**src/logic/bht_consts.svh**
```systemverilog
`ifndef BHT_CONSTS_SVH
`define BHT_CONSTS_SVH

// instruction address and target width
`define BHT_PC_W      12

// table size, fully associative
`define BHT_WAYS      8
`define BHT_WAY_IDX_W 3

// saturating age, 4 bits is enough to order 8 ways
`define BHT_AGE_W     4

`endif

```
**src/logic/bht_addr_pkg.sv**
```systemverilog
`default_nettype none

`include "bht_consts.svh"

package bht_addr_pkg;

    // fetch address or branch target
    typedef logic [`BHT_PC_W-1:0] pc_t;

endpackage

`default_nettype wire

```
**src/logic/bht_entry_pkg.sv**
```systemverilog
`default_nettype none

`include "bht_consts.svh"

package bht_entry_pkg;

    // two-bit direction state, msb set means predict taken
    typedef enum logic [1:0] {
        CNT_STRONG_NT = 2'b00,
        CNT_WEAK_NT   = 2'b01,
        CNT_WEAK_T    = 2'b10,
        CNT_STRONG_T  = 2'b11
    } counter_t;

    // updates since last touch, saturating
    typedef logic [`BHT_AGE_W-1:0] age_t;

    // entry number
    typedef logic [`BHT_WAY_IDX_W-1:0] way_idx_t;

    // one bit per entry
    typedef logic [`BHT_WAYS-1:0] way_mask_t;

endpackage

`default_nettype wire

```
**src/logic/bht_update_match.sv**
```systemverilog
`timescale 1ns/1ns
`default_nettype none

`include "bht_consts.svh"

module bht_update_match (
    input  wire logic                      i_upd_valid,
    input  wire bht_addr_pkg::pc_t         i_upd_pc,
    input  wire bht_entry_pkg::way_mask_t  i_entry_valid,
    input  wire bht_addr_pkg::pc_t         i_entry_pc [`BHT_WAYS],
    output bht_entry_pkg::way_mask_t       o_hit_mask,
    output logic                           o_alloc
);

    ////////////////////////////////////////////////////////////////////////////
    // address compare against every stored branch
    ////////////////////////////////////////////////////////////////////////////

    bht_entry_pkg::way_mask_t addr_match;

    always_comb begin
        for (int w = 0; w < `BHT_WAYS; w++) begin
            addr_match[w] = i_entry_valid[w] && (i_entry_pc[w] == i_upd_pc);
        end
    end

    // only a resolved branch counts
    assign o_hit_mask = i_upd_valid ? addr_match : '0;

    // miss on a real update, fill the oldest way
    assign o_alloc = i_upd_valid && !(|addr_match);

    ////////////////////////////////////////////////////////////////////////////
    // checks
    ////////////////////////////////////////////////////////////////////////////

    // a branch is only ever allocated once, so two hits mean the
    // table and the victim logic disagree about what is stored
    always_comb begin
        assert final ($onehot0(o_hit_mask))
            else $error("update hit more than one way: %b", o_hit_mask);
    end

endmodule

`default_nettype wire

```
**src/logic/bht_victim_select.sv**
```systemverilog
`timescale 1ns/1ns
`default_nettype none

`include "bht_consts.svh"

module bht_victim_select (
    input  wire bht_entry_pkg::age_t  i_entry_age [`BHT_WAYS],
    output bht_entry_pkg::way_idx_t   o_victim
);

    // pairwise tree, 8 -> 4 -> 2 -> 1
    bht_entry_pkg::way_idx_t l1_idx [4];
    bht_entry_pkg::age_t     l1_age [4];
    bht_entry_pkg::way_idx_t l2_idx [2];
    bht_entry_pkg::age_t     l2_age [2];
    bht_entry_pkg::age_t     victim_age;

    always_comb begin
        // first level, neighbours
        for (int n = 0; n < 4; n++) begin
            if (i_entry_age[2*n] >= i_entry_age[2*n+1]) begin
                l1_idx[n] = bht_entry_pkg::way_idx_t'(2*n);
                l1_age[n] = i_entry_age[2*n];
            end else begin
                l1_idx[n] = bht_entry_pkg::way_idx_t'(2*n+1);
                l1_age[n] = i_entry_age[2*n+1];
            end
        end

        // second level, left wins ties again
        for (int n = 0; n < 2; n++) begin
            if (l1_age[2*n] >= l1_age[2*n+1]) begin
                l2_idx[n] = l1_idx[2*n];
                l2_age[n] = l1_age[2*n];
            end else begin
                l2_idx[n] = l1_idx[2*n+1];
                l2_age[n] = l1_age[2*n+1];
            end
        end

        // root
        if (l2_age[0] >= l2_age[1]) begin
            o_victim   = l2_idx[0];
            victim_age = l2_age[0];
        end else begin
            o_victim   = l2_idx[1];
            victim_age = l2_age[1];
        end
    end

    // the tree has to land on a true maximum
    logic age_ok;

    always_comb begin
        age_ok = 1'b1;
        for (int w = 0; w < `BHT_WAYS; w++) begin
            if (victim_age < i_entry_age[w]) age_ok = 1'b0;
        end
        assert final (age_ok)
            else $error("victim way %0d is not the oldest", o_victim);
    end

endmodule

`default_nettype wire

```
**src/logic/bht_entry_table.sv**
```systemverilog
`timescale 1ns/1ns
`default_nettype none

`include "bht_consts.svh"

module bht_entry_table (
    input  wire logic                      clk,
    input  wire logic                      i_arst_n,
    input  wire bht_entry_pkg::way_mask_t  i_hit_mask,
    input  wire logic                      i_alloc,
    input  wire bht_entry_pkg::way_idx_t   i_victim,
    input  wire bht_addr_pkg::pc_t         i_upd_pc,
    input  wire bht_addr_pkg::pc_t         i_upd_target,
    input  wire logic                      i_upd_taken,
    output bht_entry_pkg::way_mask_t       o_entry_valid,
    output bht_addr_pkg::pc_t              o_entry_pc [`BHT_WAYS],
    output bht_addr_pkg::pc_t              o_entry_target [`BHT_WAYS],
    output bht_entry_pkg::counter_t        o_entry_counter [`BHT_WAYS],
    output bht_entry_pkg::age_t            o_entry_age [`BHT_WAYS]
);

    ////////////////////////////////////////////////////////////////////////////
    // entry state
    ////////////////////////////////////////////////////////////////////////////

    bht_entry_pkg::way_mask_t entry_valid;
    bht_addr_pkg::pc_t        entry_pc      [`BHT_WAYS];
    bht_addr_pkg::pc_t        entry_target  [`BHT_WAYS];
    bht_entry_pkg::counter_t  entry_counter [`BHT_WAYS];
    bht_entry_pkg::age_t      entry_age     [`BHT_WAYS];

    // any update touches exactly one way this cycle
    logic upd_any;

    assign upd_any = (|i_hit_mask) || i_alloc;

    // saturating step toward the resolved direction
    function automatic bht_entry_pkg::counter_t train(
        input bht_entry_pkg::counter_t cnt,
        input logic                    taken
    );
        bht_entry_pkg::counter_t nxt;
        nxt = cnt;
        if (taken) begin
            if (cnt != bht_entry_pkg::CNT_STRONG_T) begin
                nxt = bht_entry_pkg::counter_t'(cnt + 2'd1);
            end
        end else begin
            if (cnt != bht_entry_pkg::CNT_STRONG_NT) begin
                nxt = bht_entry_pkg::counter_t'(cnt - 2'd1);
            end
        end
        return nxt;
    endfunction

    ////////////////////////////////////////////////////////////////////////////
    // training, allocation and aging
    ////////////////////////////////////////////////////////////////////////////

    always_ff @(posedge clk or negedge i_arst_n) begin
        if (!i_arst_n) begin
            for (int w = 0; w < `BHT_WAYS; w++) begin
                entry_valid[w]   <= 1'b0;
                entry_pc[w]      <= '0;
                entry_target[w]  <= '0;
                entry_counter[w] <= bht_entry_pkg::CNT_WEAK_T;
                entry_age[w]     <= '0;
            end
        end else begin
            for (int w = 0; w < `BHT_WAYS; w++) begin
                if (i_hit_mask[w]) begin
                    // known branch, target kept as stored
                    entry_counter[w] <= train(entry_counter[w], i_upd_taken);
                    entry_age[w]     <= '0;
                end else if (i_alloc && (i_victim == bht_entry_pkg::way_idx_t'(w))) begin
                    // new branch always starts weak not taken
                    entry_valid[w]   <= 1'b1;
                    entry_pc[w]      <= i_upd_pc;
                    entry_target[w]  <= i_upd_target;
                    entry_counter[w] <= bht_entry_pkg::CNT_WEAK_NT;
                    entry_age[w]     <= '0;
                end else if (upd_any) begin
                    if (entry_age[w] != '1) begin
                        entry_age[w] <= entry_age[w] + 1'b1;
                    end
                end
            end
        end
    end

    assign o_entry_valid   = entry_valid;
    assign o_entry_pc      = entry_pc;
    assign o_entry_target  = entry_target;
    assign o_entry_counter = entry_counter;
    assign o_entry_age     = entry_age;

    ////////////////////////////////////////////////////////////////////////////
    // checks
    ////////////////////////////////////////////////////////////////////////////

    // the match logic must never ask for a fill and a train at once
    a_alloc_xor_hit : assert property (
        @(posedge clk) disable iff (!i_arst_n)
        !(i_alloc && (|i_hit_mask))
    ) else $error("allocation requested together with a hit");

endmodule

`default_nettype wire

```
**src/logic/bht_predict_select.sv**
```systemverilog
`timescale 1ns/1ns
`default_nettype none

`include "bht_consts.svh"

module bht_predict_select (
    input  wire bht_addr_pkg::pc_t         i_query_pc,
    input  wire bht_entry_pkg::way_mask_t  i_entry_valid,
    input  wire bht_addr_pkg::pc_t         i_entry_pc [`BHT_WAYS],
    input  wire bht_addr_pkg::pc_t         i_entry_target [`BHT_WAYS],
    input  wire bht_entry_pkg::counter_t   i_entry_counter [`BHT_WAYS],
    output logic                           o_pred_taken,
    output bht_addr_pkg::pc_t              o_pred_target
);

    ////////////////////////////////////////////////////////////////////////////
    // query match
    ////////////////////////////////////////////////////////////////////////////

    bht_entry_pkg::way_mask_t query_match;
    bht_entry_pkg::way_mask_t taken_mask;

    always_comb begin
        for (int w = 0; w < `BHT_WAYS; w++) begin
            query_match[w] = i_entry_valid[w] && (i_entry_pc[w] == i_query_pc);
            // counter msb is the taken half of the state space
            taken_mask[w]  = query_match[w] && i_entry_counter[w][1];
        end
    end

    assign o_pred_taken = |taken_mask;

    ////////////////////////////////////////////////////////////////////////////
    // target select
    ////////////////////////////////////////////////////////////////////////////

    // and-or mux, zero when nothing predicts taken
    always_comb begin
        o_pred_target = '0;
        for (int w = 0; w < `BHT_WAYS; w++) begin
            o_pred_target = o_pred_target | ({`BHT_PC_W{taken_mask[w]}} & i_entry_target[w]);
        end
    end

    // the and-or mux only works if at most one way matches
    always_comb begin
        assert final ($onehot0(query_match))
            else $error("query %h matched several ways: %b", i_query_pc, query_match);
    end

endmodule

`default_nettype wire

```
**src/logic/bht_top.sv**
```systemverilog
`timescale 1ns/1ns
`default_nettype none

`include "bht_consts.svh"

module bht_top (
    input  wire logic               clk,
    input  wire logic               i_arst_n,
    input  wire bht_addr_pkg::pc_t  i_query_pc,
    input  wire logic               i_upd_valid,
    input  wire bht_addr_pkg::pc_t  i_upd_pc,
    input  wire bht_addr_pkg::pc_t  i_upd_target,
    input  wire logic               i_upd_taken,
    output logic                    o_pred_taken,
    output bht_addr_pkg::pc_t       o_pred_target
);

    // table contents
    bht_entry_pkg::way_mask_t entry_valid;
    bht_addr_pkg::pc_t        entry_pc      [`BHT_WAYS];
    bht_addr_pkg::pc_t        entry_target  [`BHT_WAYS];
    bht_entry_pkg::counter_t  entry_counter [`BHT_WAYS];
    bht_entry_pkg::age_t      entry_age     [`BHT_WAYS];

    // update control
    bht_entry_pkg::way_mask_t hit_mask;
    logic                     alloc;
    bht_entry_pkg::way_idx_t  victim;

    bht_update_match u_update_match (
        .i_upd_valid   (i_upd_valid),
        .i_upd_pc      (i_upd_pc),
        .i_entry_valid (entry_valid),
        .i_entry_pc    (entry_pc),
        .o_hit_mask    (hit_mask),
        .o_alloc       (alloc)
    );

    bht_victim_select u_victim_select (
        .i_entry_age (entry_age),
        .o_victim    (victim)
    );

    bht_entry_table u_entry_table (
        .clk             (clk),
        .i_arst_n        (i_arst_n),
        .i_hit_mask      (hit_mask),
        .i_alloc         (alloc),
        .i_victim        (victim),
        .i_upd_pc        (i_upd_pc),
        .i_upd_target    (i_upd_target),
        .i_upd_taken     (i_upd_taken),
        .o_entry_valid   (entry_valid),
        .o_entry_pc      (entry_pc),
        .o_entry_target  (entry_target),
        .o_entry_counter (entry_counter),
        .o_entry_age     (entry_age)
    );

    bht_predict_select u_predict_select (
        .i_query_pc      (i_query_pc),
        .i_entry_valid   (entry_valid),
        .i_entry_pc      (entry_pc),
        .i_entry_target  (entry_target),
        .i_entry_counter (entry_counter),
        .o_pred_taken    (o_pred_taken),
        .o_pred_target   (o_pred_target)
    );

endmodule

`default_nettype wire

```
**config.mk**
```make
export PLATFORM = sky130hd
export DESIGN_NAME = bht_top
export DESIGN_NICKNAME = d
export VERILOG_FILES = /design/src/logic/bht_addr_pkg.sv /design/src/logic/bht_entry_pkg.sv /design/src/logic/bht_update_match.sv /design/src/logic/bht_victim_select.sv /design/src/logic/bht_entry_table.sv /design/src/logic/bht_predict_select.sv /design/src/logic/bht_top.sv
export VERILOG_INCLUDE_DIRS = /design/src /design/src/logic
export SDC_FILE = /design/constraint.sdc
export NUM_CORES = 1
export LEC_CHECK = 0
export ABC_AREA = 1
export BUFFER_PORTS_ARGS = -buffer_cell sky130_fd_sc_hd__buf_4
export CAP_MARGIN = 20
export CORE_MARGIN = 2
export CORE_UTILIZATION = 50
export DETAILED_ROUTE_END_ITERATION = 16
export MAX_ROUTING_LAYER = met4
export PLACE_DENSITY = 0.67
export SLEW_MARGIN = 10
export SYNTH_ARGS = -nofsm -noshare
export SYNTH_HDL_FRONTEND = slang
export SYNTH_SLANG_ARGS = --single-unit
export TNS_END_PERCENT = 1
```
**constraint.sdc**
```tcl
create_clock -name clk -period 4.6 [get_ports clk]
set_input_delay 0.46 -clock clk [delete_from_list [all_inputs] [get_ports clk]]
set_output_delay 0.46 -clock clk [all_outputs]
set_load 0.005 [all_outputs]
```
# Yosys cells after proc, flatten, opt, wreduce, memory -nomap -nowiden
# Cells that the tools add are included.
classes:
  add_sub_neg: 24
  multipliers: 0
  div_mod_pow: 0
  n_lt_le_gt_ge: 7
  eq_ne: 55
  n_shift: 0
  n_mux: 86
  bitwise: 23
  reduce_logical: 95
ops:
  columns: ["cell", "count"]
  rows:
  - ["== test 12 bit", 16]
  - ["2-to-1 mux 4 bit", 38]
  - ["bitwise AND 12 bit", 8]
  - ["2-to-1 mux 2 bit", 42]
  - ["bitwise OR 12 bit", 7]
  - ["inequality test 3 x 2 -> 1 bit, second input constant", 16]
  - ["nonzero test 3 bit", 16]
  - ["logical AND 1 bit", 33]
  - ["adder 4 x 1 -> 4 bit, second input constant", 8]
  - ["inequality test 4 bit, second input constant", 8]
  - ["AND reduction 2 bit", 16]
  - ["nonzero test 2 bit", 16]
  - [">= comparator 4 bit", 7]
  - ["AND reduction 3 bit", 8]
  - ["OR reduction 8 bit", 3]
  - ["adder 2 x 1 -> 2 bit, second input constant", 8]
  - ["inequality test 2 bit, second input constant", 8]
  - ["subtractor 2 x 1 -> 2 bit, second input constant", 8]
  - ["== test 3 bit, second input constant", 4]
  - ["2-to-1 mux 8 bit", 1]
  - ["inverter 1 bit", 8]
  - ["== test 3 x 2 -> 1 bit, second input constant", 2]
  - ["2-to-1 mux 1 bit", 4]
  - ["== test 3 x 1 -> 1 bit, second input constant", 1]
  - ["4 further kinds", 4]
word_totals:
  register_bits: 248
  latch_bits: 0
  mem_bits_rw: 0
  romBits: 0
  input_bits: 40
  output_inout_bits: 13
  wordCells: 330
  mem_count: 0

# Depth between registers and ports, before layout
logic_depth:
  depth_word: 11
  depth_mapped: 33
  depth_no_buf: 32

# By module
# From an unflattened synthesis, not the netlist that was laid out.
hier_totals:
  cells_unflattened: 2277
  hier_area_um2: 15831.4
modules_own_cells:
  columns: ["module", "instances", "cells_each", "area_per_inst_um2", "seq_area_each_um2"]
  rows:
  - ["bht_entry_table", 1, 1108, 10207.3, 6216.0]
  - ["bht_predict_select", 1, 595, 2702.6, 0.0]
  - ["bht_update_match", 1, 371, 1664.1, 0.0]
  - ["bht_victim_select", 1, 203, 1257.5, 0.0]

# Worst setup path before layout
# Ideal clock, no wire load.
synth_timing:
  path_type: "reg2reg"
  from: "reg u_entry_table.entry_age, in the netlist u_entry_table.o_entry_age[1]"
  to: "reg u_entry_table.entry_target, in the netlist u_entry_table.o_entry_target[2]"
  setup_time_ns: 0.126
  arrival_time_ns: 3.959
  required_ns: 4.474
  slack_ns: 0.515
  stages_incl_launch_ff: 28
  n_path_buf: 2
  synth_period_minus_slack_ns: 4.085
  cell_sequence: "dfrtp_1 > inv_1 > ha_1 > inv_1 > o21bai_1 > nand2_1 > nand2_1 > nor2_1 > o21ai_0 > ha_1 > inv_1 > o21bai_1 > nand2_1 > nand2_1 > nor2_1 > buf_2 > nand2_1 > o21ai_0 > ha_1 > a21oi_1 > nand2_1 > nor2_1 > nand2_1 > nand2_1 > nand4_1 > nor2_8 > buf_2 > o21ai_0"
synth_via:
  elab_chain_len: 9
  elab_cells_between_ends: 11
  classes_between: "order compare (3); eq/ne (1); mux (5); reduce/logical (2)"
synth_rtl:
  columns: ["element", "line_no", "rtl"]
  rows:
  - ["from (decl)", "bht_entry_table.sv:30", "bht_entry_pkg::age_t entry_age [`BHT_WAYS];"]
  - ["from (signal, indexed assignment)", "bht_entry_table.sv:84", "entry_age[w] <= entry_age[w] + 1'b1;"]
  - [">= comparator 4 bit", "bht_victim_select.sv:21", "if (i_entry_age[2*n] >= i_entry_age[2*n+1]) begin"]
  - ["2-to-1 mux 4 bit", "bht_victim_select.sv:21", null]
  - [">= comparator 4 bit", "bht_victim_select.sv:32", "if (l1_age[2*n] >= l1_age[2*n+1]) begin"]
  - ["2-to-1 mux 4 bit", "bht_victim_select.sv:32", null]
  - [">= comparator 4 bit", "bht_victim_select.sv:42", "if (l2_age[0] >= l2_age[1]) begin"]
  - ["2-to-1 mux 3 bit (*)", "bht_victim_select.sv:42", null]
  - ["== test 3 bit (*)", "bht_entry_table.sv:75", "end else if (i_alloc && (i_victim == bht_entry_pkg::way_idx_t'(w))) begin"]
  - ["logical AND 1 bit (*)", "bht_entry_table.sv:75", null]
  - ["AND reduction 2 bit (no source line) (*)", null, null]
  - ["to (signal, indexed assignment)", "bht_entry_table.sv:79", "entry_target[w] <= i_upd_target;"]
  - ["to (decl)", "bht_entry_table.sv:28", "bht_addr_pkg::pc_t entry_target [`BHT_WAYS];"]
# Mark *: on every way between the ends. The rest lies on a longest branch, timed or not.
# A chain may end at the register's enable or synchronous reset.

# Final worst setup path
layout_timing:
  from: "reg u_entry_table.entry_age, in the netlist u_entry_table.o_entry_age[27]"
  to: "reg u_entry_table.entry_pc, in the netlist u_entry_table.o_entry_pc[91]"
layout_via:
  elab_chain_len: 9
  elab_cells_between_ends: 11
  classes_between: "order compare (3); mux (5); reduce/logical (3)"
layout_rtl:
  columns: ["element", "line_no", "rtl"]
  rows:
  - [">= comparator 4 bit", "bht_victim_select.sv:21", null]
  - ["2-to-1 mux 4 bit", "bht_victim_select.sv:21", null]
  - [">= comparator 4 bit", "bht_victim_select.sv:32", null]
  - ["2-to-1 mux 4 bit", "bht_victim_select.sv:32", null]
  - [">= comparator 4 bit", "bht_victim_select.sv:42", null]
  - ["2-to-1 mux 3 bit (*)", "bht_victim_select.sv:42", null]
  - ["logical NOT 3 bit (*)", "bht_entry_table.sv:75", null]
  - ["logical AND 1 bit (*)", "bht_entry_table.sv:75", null]
  - ["AND reduction 2 bit (no source line) (*)", null, null]
  - ["to (signal, indexed assignment)", "bht_entry_table.sv:78", "entry_pc[w] <= i_upd_pc;"]
  - ["to (decl)", "bht_entry_table.sv:27", "bht_addr_pkg::pc_t entry_pc [`BHT_WAYS];"]
# Marked as above.

==> summary.txt <==
Worst setup path
  – Number of cells on the worst reg-to-reg path: 27
  – Endpoint class of the critical path: flop
  – Largest driver fanout on the critical path: 17
  – WP depth: 27
  – Kind of critical path: reg2reg
  – CP top delay family: simple AND/OR/NAND/NOR gates
  – Max incr delay on CP: 380 ps
  – CP Launch Type: flop
  – Worst path bufs/invs: 8
  – Most used cell, CP: nand2_1
  – CP arrival: roughly 5000 ps
  – CP required: roughly 5100 ps
  – Crit-path slowest cell: dfrtp_1

Routing
  – First-pass iteration count of the detailed router: 6
  – WL final: 56,400 µm
  – Drt wl/cell: around 20 µm
  – ANT nets after route: 0
  – Vias post-DR: approximately 16k
  – Drt drc: 0
  – DRT iter0 DRCs: ~1.7k
  – DR vias/cell: about 5.8

Logic synthesis
  – Cell count after synthesis: 2,260
  – Synth area leaders: dfrtp_1, nand2_1, o21ai_0
  – Seq cells post-synth: between 200 and 250
  – Ys flop type: dfrtp_1
  – Post-synth EDFFs: 0
  – Area fraction of the dominant cell type after synthesis: between 30% and 40%
  – Post-Synthesis Cell Area: between 15,000 and 20,000 µm²
  – Ys async rst share: 100%
  – Library cells used by synthesis: 43
  – Seq/Total Area, Yosys: about two fifths
  – Synth area leader: dfrtp_1
  – Syn Nets: between 2k and 2.5k
  – Avg Inst Size Synth: 6.96 µm²
  – Yosys warns: 0

Clock tree
  – Clk slew on worst S/H paths: ~60 ps
  – Worst-Skew Late Latency: 560 ps
  – CTS Buffer Depth: 3
  – CTS Root Cell: clkbuf_16
  – H-tree levels: 1
  – CTS Buf Count: 29
  – TritonCTS clock tree: built
  – Clock Sink Count: roughly 250

STA
  – Worst setup margin: roughly 28 ps
  – Slew HR: between 40% and 50%
  – Worst Tran Pin Value: 880 ps
  – F_max: between 0.2 and 0.25 GHz
  – RSZ-0062 raised after global routing: true
  – Final setup vio count: 0
  – Pins Over Slew Limit: 0
  – Layout Skew: between 15 and 20 ps
  – Final Hold Viols: 0
  – Final critical-path required period: about 4600 ps
  – Period utilization: roughly 99%

Global routing
  – Largest net degree at the start of global routing: around 100
  – Antenna violations before repair: 1
  – Total global-route track usage: around a third
  – Global route overflow: 0
  – First-pass GRT wire length: ~80,000 µm
  – Vias in the first global route: between 10k and 15k

Place
  – Post-DP HPWL: approximately 36,000 µm
  – DP Worst Slack: -4.20 ps
  – Placed Cells: around 2.7k
  – GP Congestion: roughly 0.96
  – PortBufs: 52

Floorplan
  – Starting density of the core: between 50% and 60%
  – Die Wd: between 150 and 200 µm
  – I/O Pins: 53
  – Core box area: about 30,000 µm²
  – Site Rows: 64
  – Die area: roughly 33,000 µm²
  – Die Ht: about 180 µm

Worst hold path
  – Hold Path Depth: 3
  – Hold Path Class: in2reg

Finish
  – Most common cell after layout, fill and taps aside: nand2_1
  – Area growth, synth to finish: 16.6%
  – Layout cells sized above 1: 12.1%
  – Fillers: a little under 3k
  – Nets: between 2k and 2.5k
  – Commonest cells after routing, fill and taps aside: nand2_1, inv_1, dfrtp_1, o21ai_0, nor2_1
  – Ant. Diodes: 0
  – Non-filler cells, final: 2,761

Run status
  – Outcome: finished, final reports clean

Flow run
  – Max-Cap Viols: 0
[layout make-up]
type,instances,area (µm²),share of cell area [%]
clock buffers,41,841,4.58
flip-flops and latches,248,6220,33.9
clock inverters,13,199,1.08
well taps,396,495,2.70
repair buffers,148,1430,7.77
inverters,272,1020,5.56
multi-input cells,1643,8150,44.4
[state kept, by name (all words and copies together) (netlist names)]
name and cells:
u_entry_table.o_entry_age 32, u_entry_table.o_entry_counter 16, u_entry_table.o_entry_pc 96, u_entry_table.o_entry_target 96, u_entry_table.o_entry_valid 8
[cells in the mapped netlist, types with 3 or more instances]
master / n
clkbuf_1: 21
o21ai_0: 240
xor2_1: 18
inv_2: 11
xnor2_1: 39
o211ai_1: 13
o2111ai_1: 5
buf_4: 21
nand3b_1: 9
o21bai_1: 8
a211oi_1: 8
nor3b_1: 4
nor2_1: 192
dfrtp_1: 240
o21bai_2: 6
nor4_1: 11
clkinv_1: 3
nand4_1: 61
nand2_1: 721
buf_2: 53
or2_2: 12
o21ai_1: 3
nand3_1: 138
ha_1: 36
nor3_1: 20
a21oi_1: 15
inv_1: 258
o22ai_1: 66
dfstp_2: 8
nor2_2: 4
[per-layer routing]
layer  vias up  wire (µm)  global-route usage [%]
met4         0       2150                    11.4
li1       7490          -                       -
met1      7549      23700                    44.0
met5         -          0                       -
met2       828      25100                    50.9
met3       156       5460                    4.71
[worst paths after layout]
kind                                                   from                          endpoint  slack (ps)
min in group asynchronous                          i_arst_n      u_entry_table.o_entry_pc[15]         490
min reg2reg                u_entry_table.o_entry_target[71]  u_entry_table.o_entry_target[71]         470
max                           u_entry_table.o_entry_age[27]      u_entry_table.o_entry_pc[91]          30
min                                         i_upd_target[7]  u_entry_table.o_entry_target[67]         180
max in group asynchronous                          i_arst_n      u_entry_table.o_entry_pc[31]        2750
max reg2reg                   u_entry_table.o_entry_age[27]      u_entry_table.o_entry_pc[91]          30
[logic make-up (layout without fill, tap and decap cells)]
| kind of cell | after synthesis | after routing | synth area share [%] |
|---|---|---|---|
| and+or+nand+nor | 1179 | 1182 | 31.4 |
| buffers and inverters | 372 | 474 | 9.90 |
| xor gates and xnor gates | 57 | 57 | 3.17 |
| adders and majority gates | 36 | 36 | 2.86 |
| AOI/OAI and AO/OA | 368 | 368 | 13.1 |
| DFF | 248 | 248 | 39.5 |
[per-stage QoR]
stage	hold WS, ps	setup TNS (ps)	util (%)	area (µm²)
finish	178	0	59.7	18400
global route	177	-34190	59.7	18400
CTS	165	0	57.4	17600
detailed placement	458	-7.98	53.9	16600
global placement	455	0	53.9	16600
floorplan	164	0	-	15700
[repair_timing]
| action | CTS | global route |
|---|---|---|
| endpoints found under the setup margin | 25 | 248 |
| gates cloned | 0 | 14 |
| setup buffers | 2 | 36 |
| hold buffers | 1 | 0 |
| endpoints found under the hold margin | 19 | 0 |
| pin swaps | 1 | 28 |
| gates resized for setup | 1 | 69 |
[tightest hold or removal path, delay by kind of cell]
kind          cells  cell delay [ps]
buf+inv           1              130
simple gates      2              110
Power is not shown: default switching activity piles up to over one toggle a cycle in this logic, so the estimate is an artifact.
